$ cat config.mk
export PLATFORM = sky130hd
export DESIGN_NAME = divsqrt_ctrl
export DESIGN_NICKNAME = d
export VERILOG_FILES = /design/src/common/divsqrt_pkg.sv /design/src/divsqrt/divsqrt_ctrl.sv
export SDC_FILE = /design/constraint.sdc
export NUM_CORES = 1
export LEC_CHECK = 0
export BUFFER_PORTS_ARGS = -buffer_cell sky130_fd_sc_hd__buf_2
export CAP_MARGIN = 20
export CORE_ASPECT_RATIO = 0.7
export CORE_MARGIN = 5
export CORE_UTILIZATION = 26
export CTS_CLUSTER_SIZE = 10
export DETAILED_ROUTE_END_ITERATION = 8
export HOLD_SLACK_MARGIN = 0.06
export PLACE_DENSITY = 0.87
export SETUP_SLACK_MARGIN = 0.02
export SYNTH_ARGS = -nofsm -noshare
export SYNTH_HDL_FRONTEND = slang
export SYNTH_SLANG_ARGS = --single-unit
$ cat constraint.sdc
create_clock -name clk_i -period 2.7 [get_ports clk_i]
set_clock_uncertainty 0.05 [all_clocks]
set_input_delay 0 -clock clk_i [delete_from_list [all_inputs] [get_ports clk_i]]
set_output_delay 0 -clock clk_i [all_outputs]
set_load 0.005 [all_outputs]
$ cat src/common/divsqrt_pkg.sv
/*
 * Divide / square-root package
 * Widths, destination formats, operation codes, pipeline placement
 * and the request / response payloads shared by the unit
 */
`default_nettype none

package divsqrt_pkg;

  // ------------------------------------------------------------------
  // Widths
  // ------------------------------------------------------------------
  localparam int unsigned MAX_WIDTH = 32;  // Widest operand, one word
  localparam int unsigned TAG_WIDTH = 8;   // Caller tag

  // Destination format, selects the active low bits of each operand
  typedef enum logic [1:0] {
    W8  = 2'd0,
    W16 = 2'd1,
    W32 = 2'd2
  } fp_format_e;

  // Codes 2 and 3 are unused and run as a square root
  typedef enum logic [1:0] {
    DIV  = 2'd0,
    SQRT = 2'd1
  } operation_e;

  // Placement of the pipeline registers around the unit
  typedef enum logic [1:0] {
    BEFORE      = 2'd0,
    AFTER       = 2'd1,
    DISTRIBUTED = 2'd2
  } pipe_config_e;

  typedef struct packed {
    logic dz;  // Divide by zero
    logic nx;  // Nonzero remainder
  } status_t;

  typedef struct packed {
    logic [TAG_WIDTH-1:0] tag;
    logic                 mask;
  } sideband_t;

  typedef struct packed {
    logic [MAX_WIDTH-1:0] opa;  // Dividend or radicand
    logic [MAX_WIDTH-1:0] opb;  // Divisor
    operation_e           op;
    fp_format_e           fmt;
    sideband_t            sb;
  } in_req_t;

  typedef struct packed {
    logic [MAX_WIDTH-1:0] result;
    status_t              status;
    sideband_t            sb;
  } out_rsp_t;

  // Bit width of a format, unknown codes fall back to the full word
  function automatic int unsigned format_width(fp_format_e fmt);
    case (fmt)
      W8:      return 8;
      W16:     return 16;
      default: return MAX_WIDTH;
    endcase
  endfunction

endpackage

`default_nettype wire

$ cat src/divsqrt/divsqrt_ctrl.sv
/*
 * Divide / square-root control FSM
 * Issues requests to the iterative unit, carries tag and mask while the
 * operation runs and presents the result with valid/ready
 */
`timescale 1ns/10ps
`default_nettype none

module divsqrt_ctrl (
  input  logic                                     clk_i,
  input  logic                                     rst_n_i,
  input  logic                                     flush_i,
  // Request from the input pipe
  input  divsqrt_pkg::in_req_t                     req_i,
  input  logic                                     req_valid_i,
  output logic                                     req_ready_o,
  // Iterative unit
  output logic                                     start_o,
  input  logic                                     unit_busy_i,
  input  logic                                     unit_done_i,
  input  logic [divsqrt_pkg::MAX_WIDTH-1:0]        unit_result_i,
  input  divsqrt_pkg::status_t                     unit_status_i,
  // Response to the output pipe
  output divsqrt_pkg::out_rsp_t                    rsp_o,
  output logic                                     rsp_valid_o,
  input  logic                                     rsp_ready_i,
  output logic                                     busy_o
);

  typedef enum logic [1:0] {IDLE, BUSY, HOLD} state_e;

  state_e                 state_q, state_d;
  divsqrt_pkg::sideband_t sb_q;  // Side-band of the running operation

  // Flush wins over a new issue
  assign start_o = req_valid_i & req_ready_o & ~flush_i;

  // ------------------------------------------------------------------
  // Next state and handshake
  // ------------------------------------------------------------------
  always_comb begin
    state_d     = state_q;
    req_ready_o = 1'b0;
    rsp_valid_o = 1'b0;
    busy_o      = 1'b0;

    unique case (state_q)
      IDLE: begin
        req_ready_o = ~unit_busy_i;
        if (req_valid_i && !unit_busy_i) state_d = BUSY;
      end
      BUSY: begin
        busy_o = 1'b1;
        if (unit_done_i) begin
          rsp_valid_o = 1'b1;             // Result valid with done
          if (rsp_ready_i) begin
            req_ready_o = 1'b1;           // Back-to-back issue allowed
            state_d     = req_valid_i ? BUSY : IDLE;
          end else begin
            state_d = HOLD;               // Downstream stalled
          end
        end
      end
      HOLD: begin
        busy_o      = 1'b1;
        rsp_valid_o = 1'b1;               // Unit keeps result stable
        if (rsp_ready_i) begin
          req_ready_o = ~unit_busy_i;
          state_d     = (req_valid_i && !unit_busy_i) ? BUSY : IDLE;
        end
      end
      default: state_d = IDLE;
    endcase

    // Flush cancels everything
    if (flush_i) begin
      rsp_valid_o = 1'b0;
      busy_o      = 1'b0;
      state_d     = IDLE;
    end
  end

  always_ff @(posedge clk_i or negedge rst_n_i) begin
    if (!rst_n_i) state_q <= IDLE;
    else          state_q <= state_d;
  end

  // Tag and mask ride along beside the operation
  always_ff @(posedge clk_i) begin
    if (start_o) sb_q <= req_i.sb;
  end

  assign rsp_o.result = unit_result_i;
  assign rsp_o.status = unit_status_i;
  assign rsp_o.sb     = sb_q;

endmodule

`default_nettype wire

==> results_dict.tcl, run 1 <==
set metrics [dict create \
    wl_mm 2.685 \
    crit_buf_inv 2 \
    synth_top_area_frac 0.3489 \
    synth_fp_nets 194 \
    io_pins 165 \
    dieHeight_um 55.67 \
    setup_viol 0 \
    path_class "flip-flop to output pin" \
    p_leak_nw 0.5187 \
    rsz0062_at_grt "false" \
    clk_pin_slew_ns 0.05 \
    io_buffer_count 28 \
    cp-end-kind "output pin" \
    critPathSlowestCell "dfrtp_1" \
    finalHoldViolCount 0 \
    ys_warn_count 0 \
    hp-class "primary input to flip-flop" \
    clkSinkCount 11 \
    worstSetupEndpoint "start_o" \
    syn-cell-area_um2 774.5 \
    ys_top_cells_by_area "edfxtp_1, buf_4, dfrtp_1" \
    ir_worst_vdd_uv 177.3 \
    start_util 0.2744 \
    cp.arrival_ns 1.96 \
    gp_congestion 0.7096 \
    maxCapViolCount 0 \
    setup.worst_path.start "state_q[0]" \
    critPathLaunchType "flip-flop" \
    seq_area_frac_synth 0.4136 \
    grt_pass1_wl_mm 3.898 \
    crit_path_cell_trace "inv_1 > ha_1 > a31oi_1 > o21ai_0 > nor2b_1 > and3b_2 > buf_2" \
    vias 660 \
    ys_ff_latch 11 \
    status "finished clean" \
    syn_area_per_cell_um2 10.76 \
    cts_tree "yes" \
    die_w_um 75.24 \
    crit_required_ns 2.65 \
    fin_nets 239 \
    core_region_area_um2 2823 \
    final_common_cell "dlygate4sd3_1" \
    max_slew_margin 0.8124 \
    dpl.cell_count 102 \
    layout_common_cells "dlygate4sd3_1, buf_2, edfxtp_1" \
    antenna_found_initial 0 \
    drcViolationCount 0 \
    fin_crit_ns 2.013 \
    path_max_fanout 10 \
    drive_gt1_frac 0.2931 \
    r2r_end "rsp_o[0]" \
    grt_max_degree 11 \
    path_depth 7 \
    first_iter_violations 32 \
    hpwl_mm 1.846 \
    grt.total_usage 0.1268 \
    wl_per_cell_um 17.66 \
    max_stage_delay_ns 0.40 \
    ctsHtreeMaxLevel 1 \
    clockRootBuffer "clkbuf_8" \
    crit_family "simple AND/OR/NAND/NOR gates" \
    grt-ovfl-total 0 \
    period_share 0.7456 \
    syn_inst 72 \
    rows 16 \
    diodes 0 \
    layout.cells.non_filler 152 \
    total_power_mw 0.5965 \
    fp.dieArea_um2 4188 \
    ant_nets 0 \
    synth.distinct_cells 18 \
    fin_tns_setup_ns 0 \
    insertion_delay_ns 0.24 \
    ff2ff_setup_slack_ns 0.77 \
    area_growth_pct 56.22 \
    dr.pass1.iters 3 \
    r2r_start "state_q[0]" \
    drv_slew 0 \
    clock_path_buffers 2 \
    reg2reg_depth 6 \
    powerDensity_nw_per_um2 493.0 \
    grt_pass1_vias 781 \
    vias_per_cell 4.342 \
    numCtsBuffers 3 \
    max_freq_mhz 496.8 \
    whs_ns 0.07997 \
    yosys.area.top_type "edfxtp_1" \
    worst_pin_slew_ns 0.2777 \
]
worst reg2reg max path: cells and delay by family, from the launching register on:
family / cells / cell delay, ns
and+or+nand+nor: 2 / 0.55
adders and majority gates: 1 / 0.32
DFF: 1 / 0.40
buffers and inverters: 1 / 0.08
AOI/OAI and AO/OA: 2 / 0.22
per-layer routing:
| layer | vias up | routed length (um) | GRT usage | share of wire |
|---|---|---|---|---|
| li1 | 296 | - | - | - |
| met2 | 59 | 1554 | 0.2581 | 0.58 |
| met3 | 7 | 270 | 0.03249 | 0.10 |
| met5 | - | 0 | 0 | 0 |
| met1 | 298 | 798 | 0.1088 | 0.30 |
| met4 | 0 | 61 | 0.05736 | 0.023 |
repair_timing:
action / CTS / global route
setup endpoints to repair: 0 / 0
setup buffers: 0 / 0
hold buffers: 46 / 0
gates resized for setup: 0 / 0
hold endpoints to repair: 47 / 0
flip-flops by register name (all words and copies together), names as in the netlist:
signal,cells
rsp_o,9
state_q,2
final cells by class:
type                       instances  area (um^2)
multi-input combinational         23        183.9
fill                             250         1613
clock buffer                       4        45.04
inverter                           4        15.01
tap                               36        45.04
sequential                        11        320.3
timing repair buffer              74        600.6
worst min path at each step:
stage / startpoint / to / slack [ns] / depth (start not counted)
after floorplan: rst_n_i / state_q[0] / -0.35 / 0
after global placement: rst_n_i / state_q[0] / -0.26 / 1
after detailed placement: rst_n_i / state_q[1] / -0.26 / 1
after CTS: rsp_ready_i / state_q[1] / 0.06 / 3
after global routing: rsp_ready_i / state_q[1] / 0.10 / 3
final: rsp_ready_i / state_q[1] / 0.08 / 3
per-stage QoR:
stage                 util  setup WS (ns)  area, um^2
floorplan                -         0.9222       774.5
global placement    0.2496         0.8284       704.4
detailed placement  0.2496         0.7909       704.4
CTS                 0.4286         0.6705        1210
global route        0.4286         0.5317        1210
finish              0.4286         0.6869        1210
cells by family (layout without fill, tap and decap cells):
family                   count (synthesis)  after routing  share of synthesized area
AO/OA/AOI/OAI                            8              8                    0.07108
adder cells (fa/ha/maj)                  4              4                    0.06462
buffers and inverters                   38             82                     0.3489
flip-flops                              11             11                     0.4136
AND/OR/NAND/NOR                         11             11                     0.1018
synth_stat cells:
cell type,number
a31oi_1,1
or4b_1,1
o221ai_2,1
ha_1,4
nor2b_2,1
nor2b_1,3
nand3b_1,1
buf_4,34
inv_1,4
o41ai_1,1
o21ai_0,2
dfrtp_1,2
nand2_1,2
a21oi_1,3
nand4b_1,1
and3b_2,1
or2b_1,1
edfxtp_1,9
where the power goes:
group	leakage, nW	internal [mW]	switching, mW
registers	0.109	0.205	0.0111
clock network	0.0228	0.104	0.0627
logic	0.387	0.115	0.0992
No activity file was read; power rests on OpenSTA's default activity.
==> run 2, diff against run 1 <==
Settings changed: ABC_AREA from default to 1, CORE_UTILIZATION 26 to 22, PLACE_DENSITY 0.87 to 0.76.
Clock period 2.7 ns to 1.61 ns, I/O delays scaled along.
==> results_dict.tcl, run 2 <==
set metrics [dict create \
    yosys.cell_count.top_type "buf_4" \
    drive_gt1_frac 0.3066 \
    die_w_um 82.39 \
    max_freq_mhz 630.4 \
    fp.dieArea_um2 4999 \
    synthAdderAreaFrac 0.06202 \
    r2r_start "state_q[0]" \
    dpl.cell_count 136 \
    cp-end-kind "output pin" \
    synth_compound_area_frac 0.02481 \
    ys.flop_type "edfxtp_1" \
    seq_area_frac_synth 0.3969 \
    io_buffer_count 28 \
    muxShareOfSynthArea 0 \
    drv_slew 0 \
    ctsHtreeMaxLevel 1 \
    post-place-ws_ns -0.01492 \
    core_region_area_um2 3536 \
    swShare 0.3086 \
    timing.final.ws_setup_ns 0.02370 \
    comb_power_share 0.433 \
    grt_busiest_layer "met2" \
    layout.cells.non_filler 187 \
    drcViolationCount 0 \
    dr.pass1.iters 4 \
    cell_internal_pwr_mw 0.7740 \
    ant_nets 0 \
    wl_per_cell_um 13.49 \
    synth-edff-count 9 \
    vias_per_cell 3.840 \
    ff2ff_setup_slack_ns 0.07 \
    p_leak_nw 0.5925 \
    synth_fp_nets 212 \
    first_iter_violations 46 \
    grt-ovfl-total 0 \
    fin_crit_ns 1.586 \
    synth_common_cells "buf_4, nand2_1, edfxtp_1, nand3_1, inv_1" \
    grt_pass1_vias 740 \
    syn-cell-area_um2 807.0 \
    diodes 0 \
    clk_pin_slew_ns 0.05 \
    ys_ff_latch 11 \
    clkSinkCount 11 \
    finalHoldViolCount 0 \
    synth.distinct_cells 12 \
    path_class "flip-flop to output pin" \
    gp_congestion 0.7757 \
    syn_area_per_cell_um2 8.967 \
    vias 718 \
    grt_pass1_wl_mm 3.477 \
    ys_warn_count 0 \
    hpwl_mm 1.848 \
    antenna_found_initial 0 \
    wl_mm 2.523 \
    clockRootBuffer "clkbuf_8" \
    crit_required_ns 1.56 \
    seqPwrFrac 0.329 \
    r2r_end "rsp_o[6]" \
    grt.total_usage 0.09311 \
    reg2reg_depth 7 \
    rows 18 \
    area_growth_pct 66.51 \
    power.switching_mw 0.3456 \
    p_clk_frac 0.239 \
    cts_tree "yes" \
    layout_common_cells "dlygate4sd3_1, buf_2, nand2_1" \
    period_share 0.9853 \
    insertion_delay_ns 0.23 \
    io_pins 165 \
    worstSetupEndpoint "start_o" \
    ys_top_cells_by_area "edfxtp_1, buf_4, dfrtp_1" \
    largest_reg_flops 9 \
    synth-simple-area-share 0.1628 \
    final.fill_count 366 \
    fin_nets 260 \
    dieHeight_um 60.68 \
    synth_xor_area_frac 0 \
    start_util 0.2282 \
    grt_use_met1 0.1039 \
    fin_tns_setup_ns 0 \
    use_met3 0.03709 \
    maxCapViolCount 0 \
    powerDensity_nw_per_um2 833.2 \
    ir_worst_vdd_uv 335.2 \
    synth_top_area_frac 0.3349 \
    status "finished clean" \
    synth_top_family_by_area "buffers and inverters" \
    hp-class "primary input to flip-flop" \
    async_reset_ff_frac 0.1818 \
    worst_pin_slew_ns 0.1906 \
    max_slew_margin 0.8729 \
    setup_viol 0 \
    grt_max_degree 11 \
    yosys.area.top_type "edfxtp_1" \
    setup.worst_path.start "state_q[0]" \
    rsz0062_at_grt "true" \
    numCtsBuffers 3 \
    clock_path_buffers 2 \
    critPathLaunchType "flip-flop" \
    cp.arrival_ns 1.54 \
    syn_inst 90 \
    final_common_cell "dlygate4sd3_1" \
    path_max_fanout 10 \
    grtUsageMet2 0.1667 \
    whs_ns 0.1290 \
]
## run 2: changes by cell type after synthesis, sizes merged, moves of 4 or more
| cell | delta |
|---|---|
| nor2b | -4 |
| nor2 | +7 |
| nand3 | +10 |
| nand2 | +10 |
| inv | +4 |
## run 2: how the worst min path moves through the flow
stage               slack [ns]  cells after the start         from    endpoint
floorplan                -0.35                      0      rst_n_i  state_q[0]
global placement         -0.26                      1      rst_n_i  state_q[0]
detailed placement       -0.26                      1      rst_n_i  state_q[1]
finish                    0.13                      5  rsp_ready_i  state_q[0]
global route              0.17                      6  rsp_ready_i  state_q[1]
CTS                       0.13                      5  rsp_ready_i  state_q[0]
## run 2: what timing repair did
| action | 4_1_cts | 5_1_grt |
|---|---|---|
| resized for setup | 2 | 5 |
| hold endpoints to repair | 46 | 0 |
| pin swaps | 0 | 0 |
| hold buffers | 46 | 0 |
| setup endpoints to repair | 10 | 11 |
| buffers inserted | 0 | 1 |
## run 2: power groups by stage
stage / Clock [mW] / Sequential, mW / Combinational (mW)
5_1_grt: 0.295 / 0.370 / 0.538
4_1_cts: 0.275 / 0.368 / 0.420
2_1_floorplan: 0 / 0.371 / 0.258
3_5_place_dp: 0 / 0.371 / 0.313
6_report: 0.267 / 0.368 / 0.484
3_3_place_gp: 0 / 0.369 / 0.307
## run 2: stage by stage
stage	utilization	total power [mW]	area, um^2
5_1_grt	0.3800	1.203	1344
3_3_place_gp	0.2243	0.6757	793.3
4_1_cts	0.3680	1.063	1301
2_1_floorplan	-	0.6291	818.3
3_5_place_dp	0.2243	0.6844	793.3
6_report	0.3800	1.120	1344
## run 2: cell families after synthesis
kind of cell,Yosys count
compound gates,4
flops,11
simple gates,29
fa+ha+maj,4
buf+inv,42
## run 2: critical path, stage by stage (launching register included)
cell and delay (ns):
dfrtp_1 0.40, inv_2 0.11, ha_4 0.18, nor2_4 0.04
nor2_2 0.08, nand3_2 0.10, a21oi_4 0.16, buf_12 0.14
buf_6 0.09
## run 2: area by class of cell
class / count / area [um^2] / share of cell area
Clock buffer: 4 / 45.04 / 0.03352
Inverter: 8 / 30.03 / 0.02235
Multi-Input combinational cell: 37 / 242.7 / 0.1806
Sequential cell: 11 / 321.6 / 0.2393
Tap cell: 50 / 62.56 / 0.04655
Timing Repair Buffer: 77 / 641.9 / 0.4777
## run 2: routing by layer
| metal | share of wire | wire, um | vias to the layer above |
|---|---|---|---|
| li1 | - | - | 350 |
| met1 | 0.37 | 933 | 312 |
| met2 | 0.51 | 1291 | 54 |
| met3 | 0.10 | 264 | 2 |
| met4 | 0.013 | 34 | 0 |
| met5 | 0 | 0 | - |
==> run 3, diff against run 2 <==
Settings changed: CORE_MARGIN 5 to default, CTS_CLUSTER_SIZE 10 to 8, GPL_TIMING_DRIVEN from default to 0.
==> results_dict.tcl, run 3 (synthesis results as in run 2) <==
set metrics [dict create \
    status "finished clean" \
    fin_tns_setup_ns 0 \
    r2r_start "state_q[0]" \
    fin_nets 297 \
    clk_pin_slew_ns 0.05 \
    antenna_found_initial 0 \
    maxCapViolCount 0 \
    cts_tree "yes" \
    critPathSlowestCell "dfrtp_1" \
    grt-ovfl-total 0 \
    setup_viol 0 \
    reg2reg_depth 7 \
    cp.arrival_ns 1.47 \
    max_freq_mhz 637.1 \
    vias_per_cell 3.819 \
    final_common_cell "buf_2" \
    clockRootBuffer "clkbuf_8" \
    final.fill_count 358 \
    ctsHtreeMaxLevel 1 \
    numCtsBuffers 3 \
    dr_wl_met3_um 286 \
    period_share 0.9749 \
    top_layer_used "met4" \
    max_stage_delay_ns 0.41 \
    rows 17 \
    finalHoldViolCount 0 \
    whs_ns 0.1157 \
    worst_pin_slew_ns 0.2048 \
    hpwl_mm 1.755 \
    ir_worst_vdd_uv 321.6 \
    crit_buf_inv 2 \
    worstHoldStart "unit_result_i[11]" \
    gp_congestion 0.7891 \
    die_w_um 74.39 \
    hold_path_end "rsp_o[22]" \
    path_max_fanout 4 \
    io_buffer_count 62 \
    final_core_utilization 0.4325 \
    area_growth_pct 77.83 \
    cp-end-kind "flip-flop" \
    total_power_mw 1.151 \
    wl_mm 2.245 \
    wl_met1_um 851 \
    grt_max_degree 7 \
    grt_pass1_wl_mm 2.829 \
    io_pins 165 \
    layout_common_cells "buf_2, buf_4, nand2_1, dlygate4sd3_1" \
    core_region_area_um2 3318 \
    wl_per_cell_um 10.16 \
    path_depth 7 \
    crit_family "flip-flops" \
    start_util 0.2432 \
    powerDensity_nw_per_um2 802.1 \
    first_iter_violations 23 \
    crit_path_cell_trace "inv_2 > ha_4 > nor2_4 > nor2_2 > nand3_2 > a21oi_4 > buf_4" \
    dieHeight_um 52.68 \
    clkSinkCount 11 \
    ff2ff_setup_slack_ns 0.04 \
    critPathLaunchType "flip-flop" \
    hold_depth 2 \
    rsz0062_at_grt "true" \
    drive_gt1_frac 0.6609 \
    clock_path_buffers 2 \
    fin_crit_ns 1.570 \
    r2r_end "rsp_o[1]" \
    timing.final.ws_setup_ns 0.04037 \
    fp.dieArea_um2 3918 \
    crit_required_ns 1.51 \
    ant_nets 0 \
    vias 844 \
    drcViolationCount 0 \
    grt_pass1_vias 652 \
    insertion_delay_ns 0.23 \
    wl_met2_mm 1.089 \
    p_leak_nw 0.7599 \
    grt.total_usage 0.1025 \
    max_slew_margin 0.8635 \
    hp-class "primary input to output pin" \
    path_class "flip-flop to flip-flop" \
    largest_reg_flops 9 \
    drv_slew 0 \
    diodes 0 \
    dr.pass1.iters 4 \
    post-place-ws_ns -0.1579 \
]
==> run 3: cell count changes in the layout (fill, tap and decap cells not counted), sizes merged <==
| cell | previous run | this run |
|---|---|---|
| dlygate4sd3 | 46 | 12 |
| buf | 31 | 102 |
==> run 3: worst max-delay path by stage <==
stage / slack (ns) / end / start
finish: 0.04 / rsp_o[1] / state_q[0]
detailed placement: -0.16 / rsp_o[3] / state_q[0]
floorplan: 0.03 / rsp_o[0] / state_q[0]
global placement: -0.13 / rsp_o[4] / state_q[0]
CTS: 0.008 / rsp_o[4] / state_q[0]
global route: -0.02 / rsp_o[4] / state_q[0]
==> run 3: through the flow <==
stage               std cells  cell area (um^2)
floorplan                  90             818.3
detailed placement        199              1187
finish                    221              1435
CTS                       220              1424
global placement          199              1187
global route              221              1435
==> run 3: layout make-up <==
type / count / area [um^2] / share of cell area
Multi-Input combinational cell: 37 / 245.2 / 0.1709
Inverter: 8 / 30.03 / 0.02092
Clock buffer: 4 / 45.04 / 0.03139
Tap cell: 47 / 58.81 / 0.04098
Buffer: 34 / 255.2 / 0.1779
Timing Repair Buffer: 80 / 479.2 / 0.3339
Sequential cell: 11 / 321.6 / 0.2241
==> run 3: timing repair <==
| action | CTS | global route |
|---|---|---|
| setup endpoints to repair | 11 | 12 |
| gates resized for setup | 6 | 3 |
| endpoints found under the hold margin | 12 | 0 |
| setup buffers | 5 | 1 |
| pin swaps | 1 | 2 |
| hold buffers | 12 | 0 |
==> run 3: per-layer routing <==
metal	track usage	up-vias
met4	0.03774	0
met2	0.1742	66
met1	0.1101	357
met5	0	-
li1	-	419
met3	0.05000	2
==> run 3: report_power, final <==
part | internal, mW | leakage, nW | switching (mW)
combinational | 0.279 | 0.629 | 0.240
clock | 0.173 | 0.0228 | 0.0904
sequential | 0.347 | 0.108 | 0.0217
